[config.mk]
export PLATFORM = sky130hd
export DESIGN_NAME = intra_dc_pred
export DESIGN_NICKNAME = d
export VERILOG_FILES = /design/src/intra_pkg.sv /design/src/intra_dc_pred.sv
export SDC_FILE = /design/constraint.sdc
export NUM_CORES = 1
export LEC_CHECK = 0
export BUFFER_PORTS_ARGS = -buffer_cell sky130_fd_sc_hd__buf_4
export CAP_MARGIN = 0
export CORE_MARGIN = 8
export CORE_UTILIZATION = 55
export CTS_BUF_LIST = sky130_fd_sc_hd__clkbuf_4
export CTS_CLUSTER_DIAMETER = 30
export DETAILED_ROUTE_END_ITERATION = 6
export GPL_TIMING_DRIVEN = 0
export PLACE_DENSITY = 0.86
export SLEW_MARGIN = 10
export SYNTH_ARGS = -nofsm -noshare
export SYNTH_HDL_FRONTEND = slang
export SYNTH_SLANG_ARGS = --single-unit
[constraint.sdc]
create_clock -name clk -period 5.3 [get_ports clk]
set_input_delay 1.06 -clock clk [delete_from_list [all_inputs] [get_ports clk]]
set_output_delay 1.06 -clock clk [all_outputs]
set_load 0.02 [all_outputs]
[src/intra_pkg.sv]
`default_nettype none

package intra_pkg;

    typedef logic [7:0]         pix_t;
    typedef logic [10:0]        nbr_t;
    typedef logic signed [8:0]  res_t;
    typedef logic signed [14:0] coef_t;
    typedef logic [5:0]         qp_t;

    typedef enum logic [2:0] {
        ST_IDLE,
        ST_PRED,
        ST_RES,
        ST_DCTQ,
        ST_IDCT,
        ST_RECON
    } pe_state_e;

    // Rows by qp % 6, columns by class: even/even, odd/odd, mixed
    localparam int QUANT_MF [0:5][0:2] = '{
        '{13107, 5243, 8066},
        '{11916, 4660, 7490},
        '{10082, 4194, 6554},
        '{ 9362, 3647, 5825},
        '{ 8192, 3355, 5243},
        '{ 7282, 2893, 4559}
    };

    localparam int DEQUANT_V [0:5][0:2] = '{
        '{10, 16, 13},
        '{11, 18, 14},
        '{13, 20, 16},
        '{14, 23, 18},
        '{16, 25, 20},
        '{18, 29, 23}
    };

    localparam int   QBITS_BASE      = 15;
    localparam int   INTRA_ROUND_DIV = 3;
    localparam pix_t DC_DEFAULT      = 8'd128;

    // Scaling class of a coefficient position
    function automatic int pos_class(input int row, input int col);
        if ((row % 2 == 0) && (col % 2 == 0)) return 0;
        if ((row % 2 == 1) && (col % 2 == 1)) return 1;
        return 2;
    endfunction

endpackage

`default_nettype wire

[src/intra_dc_pred.sv]
`timescale 1ns/1ps
`default_nettype none

module intra_dc_pred (
    input  wire logic            clk,
    input  wire logic            rst,
    input  wire logic            clear_i,
    input  wire logic            start_i,
    input  wire logic            pred_en_i,
    input  wire intra_pkg::nbr_t top_i [0:3],
    input  wire intra_pkg::nbr_t left_i [0:3],
    input  wire logic            top_valid_i,
    input  wire logic            left_valid_i,
    output intra_pkg::pix_t      pred_o
);

    intra_pkg::nbr_t top_q [0:3];
    intra_pkg::nbr_t left_q [0:3];
    logic            top_v_q;
    logic            left_v_q;
    logic [12:0]     top_sum;
    logic [12:0]     left_sum;
    logic [13:0]     all_sum;
    intra_pkg::pix_t dc_d;

    // Neighbours are held for the whole block
    always_ff @(posedge clk) begin
        if (rst || clear_i) begin
            top_q    <= '{default: '0};
            left_q   <= '{default: '0};
            top_v_q  <= 1'b0;
            left_v_q <= 1'b0;
        end else if (start_i) begin
            top_q    <= top_i;
            left_q   <= left_i;
            top_v_q  <= top_valid_i;
            left_v_q <= left_valid_i;
        end
    end

    always_comb begin
        top_sum  = 13'(top_q[0]) + 13'(top_q[1]) + 13'(top_q[2]) + 13'(top_q[3]);
        left_sum = 13'(left_q[0]) + 13'(left_q[1]) + 13'(left_q[2]) + 13'(left_q[3]);
        all_sum  = {1'b0, top_sum} + {1'b0, left_sum};
    end

    always_comb begin
        case ({top_v_q, left_v_q})
            2'b00:   dc_d = intra_pkg::DC_DEFAULT;
            2'b10:   dc_d = intra_pkg::pix_t'((top_sum + 13'd2) >> 2);
            2'b01:   dc_d = intra_pkg::pix_t'((left_sum + 13'd2) >> 2);
            default: dc_d = intra_pkg::pix_t'((all_sum + 14'd4) >> 3);
        endcase
    end

    always_ff @(posedge clk) begin
        if (rst || clear_i) begin
            pred_o <= '0;
        end else if (pred_en_i) begin
            pred_o <= dc_d;
        end
    end

endmodule

`default_nettype wire

==> impl_metrics.ini, run 1 <==
[sta]
rsz0062_at_grt = false
max_freq_mhz = 206.7
finalSetupViolCount = 0
timing.max_slew.rel_slack_pct = 43.29
slew_violations = 0
hold_viol_final = 0
fin_crit_ns = 4.837
skew_ns = 0.02204
finalCritPeriodShare_pct = 91.27
worstMarginPinSlew_ns = 0.8506
setup_tns_ns = 0

[finish]
finish.utilization_pct = 65.87
final_cell_count_no_fill = 964
areaGrowthSynthToFinish_pct = 17.01
drive_gt1_share_pct = 15.73
multi_input_area_sq_um = 3954
nets = 990
n_fill_cell = 961
register_area_sq_um = 1962

[routing]
drc = 0
wirelength_microns = 14030
drt_iter0_drc = 251
viasPerCell = 5.161
vias = 4975
antenna_left = 0
wire_per_inst_microns = 14.55
firstDrtPassIters = 4

[floorplan]
fp.coreArea_sq_um = 11420
ioPinCount = 103
die_w_microns = 124.1
rows = 39
dieHeight_microns = 124.1
die_area_sq_um = 15400
start_util_pct = 56.29

[yosys]
synth_top_area_share_pct = 30.52
synthSimpleGateAreaFrac_pct = 12.77
synth-xor-area-share_pct = 5.178
ys_types = 62
synth_top_family_by_area = adder cells
synth_fp_nets = 879
yosysWarningCount = 0
synth_largest_area_cell = dfxtp_1
synth_adder_area_share_pct = 20.25
synth_flop_cell = dfxtp_1
synth_compound_area_share_pct = 8.487
yosysSeqAreaShare_pct = 30.52
synth_seq_cells = 98
synthMuxAreaShare_pct = 14.83
syn_area_per_cell_sq_um = 9.130
synth_area_sq_um = 6427
synth_cells = 704
postSynth.asyncResetShare_pct = 0
synth_area_leaders = dfxtp_1 31%, mux2i_1 14%, fa_1 12%, ha_1 7.8%, nor2_1 7.1%
synth_edf_count = 0

[clocking]
clkLatencyLatePin_ns = 0.47
postCtsSetupBuffers = 0
path_clk_slew_ns = 0.15
cts_resized = 0
cts_tree = built
h-tree-depth = 3
cts_made_buffers = 9
cts-root-buf = clkbuf_4
cts_max_path_buffers = 2
clock_sinks = 98
ctsHoldBuffers = 0

[pwr]
peakVddDrop_v = 0.0001509
combPwrFrac_pct = 28.3
swShare_pct = 30.25
fin_total_pwr_mw = 1.705
p_seq_share_pct = 45.5
switchingPower_mw = 0.5158
intPower_mw = 1.189
powerDensity_nw_per_um2 = 226.7
p_clk_share_pct = 26.2
power.leakage_nw = 3.457

[place]
gp_congestion = 0.8595
numPortBuffers = 100
hpwl_microns = 11510
dpl.cell_count = 947

[worst_setup_path]
crit_arrival_ns = 5.23
r2r_setup_slack_ns = 0.46
start_kind = register
worst-path-max-fanout = 3
reg2reg_depth = 19
end_kind = register
cp_data_required_time_ns = 5.70
crit_type = reg -> reg
r2r-start = left_q[1]
reg2reg_to = pred_o[7]

[run_status]
status = completed

[worst_hold_path]
hp-start = pred_o[0]
min_to = pred_o[0]
hold_class = reg -> reg
hold_path_depth = 2

[global_routing]
grt_pass1_vias = 5214
grt_start_max_net_pins = 16
grt_first_pass_wirelength_microns = 23400
antenna_found_initial = 1
grt_overflow_total = 0
track_usage_pct = 19.22

[job]
timing.max_cap.violations = 0
==> state kept, by name, indices dropped and copies added (netlist names) <==
register / count
top_v_q: 1
left_v_q: 1
left_q: 44
pred_o: 8
top_q: 44
==> metal layers <==
metal,share of wire (%),up-vias,global-route usage [%]
li1,-,2520,-
met1,43,2329,23.01
met2,49,104,32.33
met3,5.1,22,5.077
met4,2.3,0,7.435
met5,0,-,0
==> kinds of logic (layout without fill, tap and decap cells) <==
logic type               after synthesis  after routing
other                                  0              1
buffers and inverters                135            251
XOR/XNOR                              38             38
adder cells (fa/ha/maj)               80             80
AO/OA/AOI/OAI                         74             74
flip-flops                            98             98
AND/OR/NAND/NOR                      184            184
multiplexers                          95             95
==> through the flow <==
stage	instance area, sq um	worst slack, ns	hold slack [ns]
detailed placement	7357	0.4698	0.4805
floorplan	6427	0.8408	0.4604
finish	7521	0.4629	0.5028
global route	7521	0.1512	0.5326
CTS	7518	0.4527	0.5020
global placement	7357	0.5080	0.4713
==> placed cells by master (no fill, tap or decap), types with 3 or more instances in the layout <==
| cell type | instances |
|---|---|
| a211oi_1 | 6 |
| a21o_1 | 3 |
| a21oi_1 | 20 |
| a22oi_1 | 4 |
| and3_1 | 5 |
| buf_1 | 9 |
| buf_4 | 101 |
| clkbuf_1 | 18 |
| clkbuf_4 | 11 |
| dfxtp_1 | 98 |
| fa_1 | 40 |
| ha_1 | 40 |
| inv_1 | 105 |
| mux2i_1 | 93 |
| nand2_1 | 13 |
| nand2b_1 | 3 |
| nand3_1 | 7 |
| nand4_1 | 3 |
| nor2_1 | 122 |
| nor2b_1 | 5 |
| nor3_1 | 6 |
| o21ai_0 | 12 |
| or3_1 | 3 |
| xnor2_1 | 23 |
| xor2_1 | 15 |
==> area by class of cell <==
| class | count | share of cell area, % |
|---|---|---|
| clock inverter | 5 | 1.048 |
| clock buffer | 11 | 1.098 |
| timing repair buffer | 100 | 9.982 |
| multi-input combinational | 471 | 52.57 |
| sequential | 98 | 26.09 |
| antenna | 1 | 0.03327 |
| tap | 143 | 2.379 |
| inverter | 106 | 5.290 |
| buffer | 29 | 1.514 |
==> power by group through the flow <==
stage | combinational (mW) | clock (mW) | sequential, mW
after floorplan | 0.341 | 0 | 0.791
after detailed placement | 0.481 | 0 | 0.792
final | 0.483 | 0.447 | 0.776
after global placement | 0.469 | 0 | 0.790
after CTS | 0.484 | 0.456 | 0.776
after global routing | 0.543 | 0.489 | 0.779
==> critical path, stage by stage, from the launching register on <==
cell and delay [ns]:
dfxtp_1 0.35, inv_1 0.06, fa_1 0.53, inv_1 0.06, fa_1 0.45, ha_1 0.26, fa_1 0.43, a21o_1 0.21
a221o_1 0.33, o41ai_1 0.31, xnor2_1 0.21, ha_1 0.24, xor2_1 0.18, xnor2_1 0.15, xnor2_1 0.15, xnor2_1 0.16
xnor2_1 0.15, xnor2_1 0.15, xnor2_1 0.14, a311oi_1 0.26
==> cell usage after synthesis, types with 6 or more instances <==
library cell  number
a211oi_1           6
a21oi_1           20
buf_1              9
clkbuf_1          18
dfxtp_1           98
fa_1              40
ha_1              40
inv_1            105
mux2i_1           93
nand2_1           13
nand3_1            7
nor2_1           122
nor3_1             6
o21ai_0           12
xnor2_1           23
xor2_1            15
==> worst max-delay path by stage <==
stage                     cells past startpoint        from  slack (ns)         to
final                                        19   left_q[1]        0.46  pred_o[7]
after global routing                         19  left_q[12]        0.15  pred_o[7]
after CTS                                    19   left_q[1]        0.45  pred_o[7]
after detailed placement                     19   left_q[1]        0.47  pred_o[7]
after global placement                       19   left_q[1]        0.51  pred_o[7]
after floorplan                              19   left_q[1]        0.84  pred_o[7]
Power figures use the tool's default switching activity.
==> run 2, diff against run 1 <==
==> constraint.sdc (replaced) <==
create_clock -name clk -period 5.3 [get_ports clk]
set_input_delay 0.265 -clock clk [delete_from_list [all_inputs] [get_ports clk]]
set_output_delay 0.265 -clock clk [all_outputs]
set_load 0.02 [all_outputs]
==> impl_metrics.ini, run 2 (synthesis results as in run 1) <==
[finish]
nets = 1022
multi_input_area_sq_um = 3954
final_common_cell = nor2_1
final_area_sq_um = 7841
drive_gt1_share_pct = 15.14
layout_common_cells = 122 x nor2_1, 105 x inv_1, 101 x buf_4
n_fill_cell = 911
top_regs = left_q (44), top_q (44), pred_o (8)
register_area_sq_um = 1962
areaGrowthSynthToFinish_pct = 22.00

[sta]
finalCritPeriodShare_pct = 91.21
fin_crit_ns = 4.834
worstMarginPinSlew_ns = 0.8688
skew_ns = 0.02189
rsz0062_at_grt = false
slew_violations = 0
timing.max_slew.rel_slack_pct = 42.08
max_freq_mhz = 206.9
setup_tns_ns = 0
finalSetupViolCount = 0
hold_viol_final = 0

[worst_setup_path]
cp_top_family = adder cells
start_kind = register
worst-path-max-fanout = 3
crit_arrival_ns = 5.19
end_kind = register
path_buf_inv = 2
crit_chain = inv_1 > fa_1 > inv_1 > fa_1 > ha_1 > fa_1 > a21o_1 > a221o_1 > o41ai_1 > xnor2_1 > ha_1 > xor2_1 > xnor2_1 > xnor2_1 > xnor2_1 > xnor2_1 > xnor2_1 > xnor2_1 > a311oi_1
crit_type = reg -> reg
cpPeakStageDelay_ns = 0.53
cp_slowest_cell = fa_1
path_common_cell = xnor2_1
cp_data_required_time_ns = 5.66

[clocking]
ctsHoldBuffers = 21
postCtsSetupBuffers = 0
h-tree-depth = 3
cts_resized = 0
cts_tree = built
cts_max_path_buffers = 2
clock_sinks = 98
clkLatencyLatePin_ns = 0.47
cts-root-buf = clkbuf_4
path_clk_slew_ns = 0.15
cts_made_buffers = 9

[pwr]
p_clk_share_pct = 25.9
power.leakage_nw = 3.591
peakVddDrop_v = 0.0001510
switchingPower_mw = 0.5205
p_seq_share_pct = 45.0
powerDensity_nw_per_um2 = 220.0
combPwrFrac_pct = 29.1
intPower_mw = 1.205
swShare_pct = 30.17

[floorplan]
ioPinCount = 103
dieHeight_microns = 124.1
die_area_sq_um = 15400
start_util_pct = 56.29
die_w_microns = 124.1
rows = 39
fp.coreArea_sq_um = 11420

[place]
numPortBuffers = 100
gp_congestion = 0.8595
placed_cell_area_sq_um = 7357
hpwl_microns = 11510

[global_routing]
grt_start_max_net_pins = 16
antenna_found_initial = 1
grt.met2_usage_pct = 33.43
grt_pass1_vias = 5335
use_met1_pct = 23.43
use_met3_pct = 5.077
grt_first_pass_wirelength_microns = 24040
grt-busiest-layer = met2
grt_overflow_total = 0
track_usage_pct = 19.75

[routing]
antenna_left = 0
wirelength_microns = 14470
vias = 5086
drc = 0
firstDrtPassIters = 4
viasPerCell = 5.106
drt_iter0_drc = 235
wire_per_inst_microns = 14.53

[run_status]
status = completed

[job]
timing.max_cap.violations = 0

[worst_hold_path]
hold_class = in -> reg
## run 2: metal layers
metal,vias to the layer above,share of wire (%)
met1,2375,43
li1,2586,-
met4,0,2.3
met5,-,0
met2,101,50
met3,24,4.9
## run 2: per-stage QoR
stage	util (%)	setup WS, ns	hold slack, ns	total power, mW	cells
4_1_cts	67.69	0.4527	0.00004363	1.727	984
2_1_floorplan	-	0.8408	0.4122	1.131	704
3_5_place_dp	64.43	0.4698	0.4805	1.272	947
3_3_place_gp	64.43	0.5080	0.4713	1.260	947
5_1_grt	68.67	0.1503	0.0004922	1.833	996
6_report	68.67	0.4659	0.02001	1.725	996
## run 2: layout make-up
type                            instances  share of cell area, %
Timing Repair Buffer                  132                  13.66
Clock buffer                           11                  1.053
Sequential cell                        98                  25.02
Antenna cell                            1                0.03191
Multi-Input combinational cell        471                  50.42
Inverter                              106                  5.074
Tap cell                              143                  2.282
Buffer                                 29                  1.452
Clock inverter                          5                  1.005
## run 2: path summary, 6_finish.rpt
path	start	to	slack [ns]	cells past startpoint
min	top_i[43]	top_q[43]	0.02	3
max	left_q[1]	pred_o[7]	0.47	19
max reg2reg	left_q[1]	pred_o[7]	0.47	19
min reg2reg	pred_o[0]	pred_o[0]	0.50	2
## run 2: worst register-to-register path, cell delays in order (launching register included)
cell      delay, ns
dfxtp_1        0.35
inv_1          0.06
fa_1           0.53
inv_1          0.06
fa_1           0.45
ha_1           0.26
fa_1           0.43
a21o_1         0.21
a221o_1        0.33
o41ai_1        0.31
xnor2_1        0.21
ha_1           0.23
xor2_1         0.18
xnor2_1        0.15
xnor2_1        0.15
xnor2_1        0.16
xnor2_1        0.11
xnor2_1        0.14
xnor2_1        0.28
a311oi_1       0.13
## run 2: power groups by stage
stage,Combinational (mW),Clock (mW),Sequential (mW)
floorplan,0.341,0,0.791
global placement,0.469,0,0.790
detailed placement,0.481,0,0.792
CTS,0.496,0.456,0.776
global route,0.564,0.490,0.779
finish,0.503,0.447,0.776
==> run 3, diff against run 2 <==
PLACE_DENSITY = 0.82   (was 0.86)
==> impl_metrics.ini, run 3 (synthesis results as in run 1) <==
[place]
placed_cell_area_sq_um = 7357
hpwl_microns = 11830
gp_congestion = 0.8457
dpl.cell_count = 947
dp_slack_ns = 0.4502
numPortBuffers = 100

[finish]
finish.utilization_pct = 68.73
final_common_cell = nor2_1
drive_gt1_share_pct = 14.72
top_regs = left_q (44), top_q (44), pred_o (8)
layout_common_cells = 122 x nor2_1, 105 x inv_1, 101 x buf_4
final_cell_count_no_fill = 1000
nets = 1026
final_area_sq_um = 7848
areaGrowthSynthToFinish_pct = 22.09

[clocking]
h-tree-depth = 3
cts-root-buf = clkbuf_4
path_clk_slew_ns = 0.15
cts_max_path_buffers = 2
cts_made_buffers = 9
clkLatencyLatePin_ns = 0.47
clock_sinks = 98
postCtsSetupBuffers = 0
cts_tree = built

[sta]
rsz0062_at_grt = false
slew_violations = 0
worstMarginPinSlew_ns = 0.9102
setup_tns_ns = 0
skew_ns = 0.01855
max_freq_mhz = 205.1
finalCritPeriodShare_pct = 92.00
hold_viol_final = 0
fin_crit_ns = 4.876
finalSetupViolCount = 0
timing.max_slew.rel_slack_pct = 39.32
finalWorstSetupSlack_ns = 0.4238

[global_routing]
track_usage_pct = 20.21
grt_overflow_total = 0
grt_start_max_net_pins = 15
grt_first_pass_wirelength_microns = 24720
antenna_found_initial = 1
grt_pass1_vias = 5411

[routing]
vias = 5226
drc = 0
drt_iter0_drc = 275
wirelength_microns = 15110
wire_per_inst_microns = 15.11
antenna_left = 0
viasPerCell = 5.226
firstDrtPassIters = 4

[floorplan]
ioPinCount = 103
start_util_pct = 56.29
die_area_sq_um = 15400
rows = 39
fp.coreArea_sq_um = 11420
dieHeight_microns = 124.1
die_w_microns = 124.1

[worst_setup_path]
worst-path-max-fanout = 3
start_kind = register
crit_arrival_ns = 5.26
end_kind = register
cp_data_required_time_ns = 5.68
crit_type = reg -> reg

[run_status]
status = completed

[pwr]
power.leakage_nw = 3.598
peakVddDrop_v = 0.0001784
powerDensity_nw_per_um2 = 213.7

[worst_hold_path]
hold_class = in -> reg

[job]
timing.max_cap.violations = 0
-- run 3: cell types whose count changed in the layout (fill, tap and decap cells not counted), sizes merged --
cell and delta:
bufinv -1, dlygate4sd3 +4, clkinv +3, clkinvlp -2
-- run 3: worst paths after layout --
kind	startpoint	end	slack, ns	cells past startpoint
max	left_q[1]	pred_o[7]	0.42	19
min reg2reg	pred_o[1]	pred_o[1]	0.50	2
max reg2reg	left_q[1]	pred_o[7]	0.42	19
min	left_i[20]	left_q[20]	0.03	3
-- run 3: worst max-delay path, stage by stage, from the launching register on --
cell      delay (ns)
dfxtp_1         0.37
inv_1           0.06
fa_1            0.54
inv_1           0.06
fa_1            0.47
ha_1            0.25
fa_1            0.42
a21o_1          0.23
a221o_1         0.32
o41ai_1         0.31
xnor2_1         0.20
ha_1            0.21
xor2_1          0.18
xnor2_1         0.15
xnor2_1         0.15
xnor2_1         0.15
xnor2_1         0.15
xnor2_1         0.16
xnor2_1         0.13
a311oi_1        0.26
-- run 3: where the power goes --
group | leakage, nW | switching, mW | total, mW | internal, mW
logic | 2.73 | 0.265 | 0.511 | 0.246
registers | 0.799 | 0.0149 | 0.776 | 0.761
clock network | 0.0710 | 0.241 | 0.390 | 0.149
total | 3.60 | 0.521 | 1.68 | 1.16
-- run 3: stage by stage --
step	total power [mW]	hold slack (ns)
floorplan	1.131	0.4122
global placement	1.259	0.4744
detailed placement	1.275	0.4817
CTS	1.685	0.0001583
global route	1.784	0.00005584
finish	1.677	0.03486
-- run 3: final cells by class --
class / count / area [sq um]
diodes: 1 / 2.502
flip-flops and latches: 98 / 1962
inverters: 106 / 397.9
plain buffers: 29 / 113.9
repair buffers: 136 / 1111
clock inverters: 5 / 45.04
clock buffers: 11 / 82.58
well taps: 143 / 178.9
fillers: 909 / 3571
multi-input cells: 471 / 3954
-- run 3: routing by layer --
metal | share of wire, % | global-route usage, % | up-vias
li1 | - | - | 2600
met4 | 1.9 | 7.881 | 0
met1 | 42 | 24.29 | 2488
met3 | 5.5 | 3.626 | 19
met5 | 0 | 0 | -
met2 | 51 | 35.11 | 119
-- run 3: repair_timing --
| action | 4_1_cts | 5_1_grt |
|---|---|---|
| hold buffers | 33 | 3 |
| resized for setup | 0 | 0 |
| endpoints found under the hold margin | 33 | 3 |
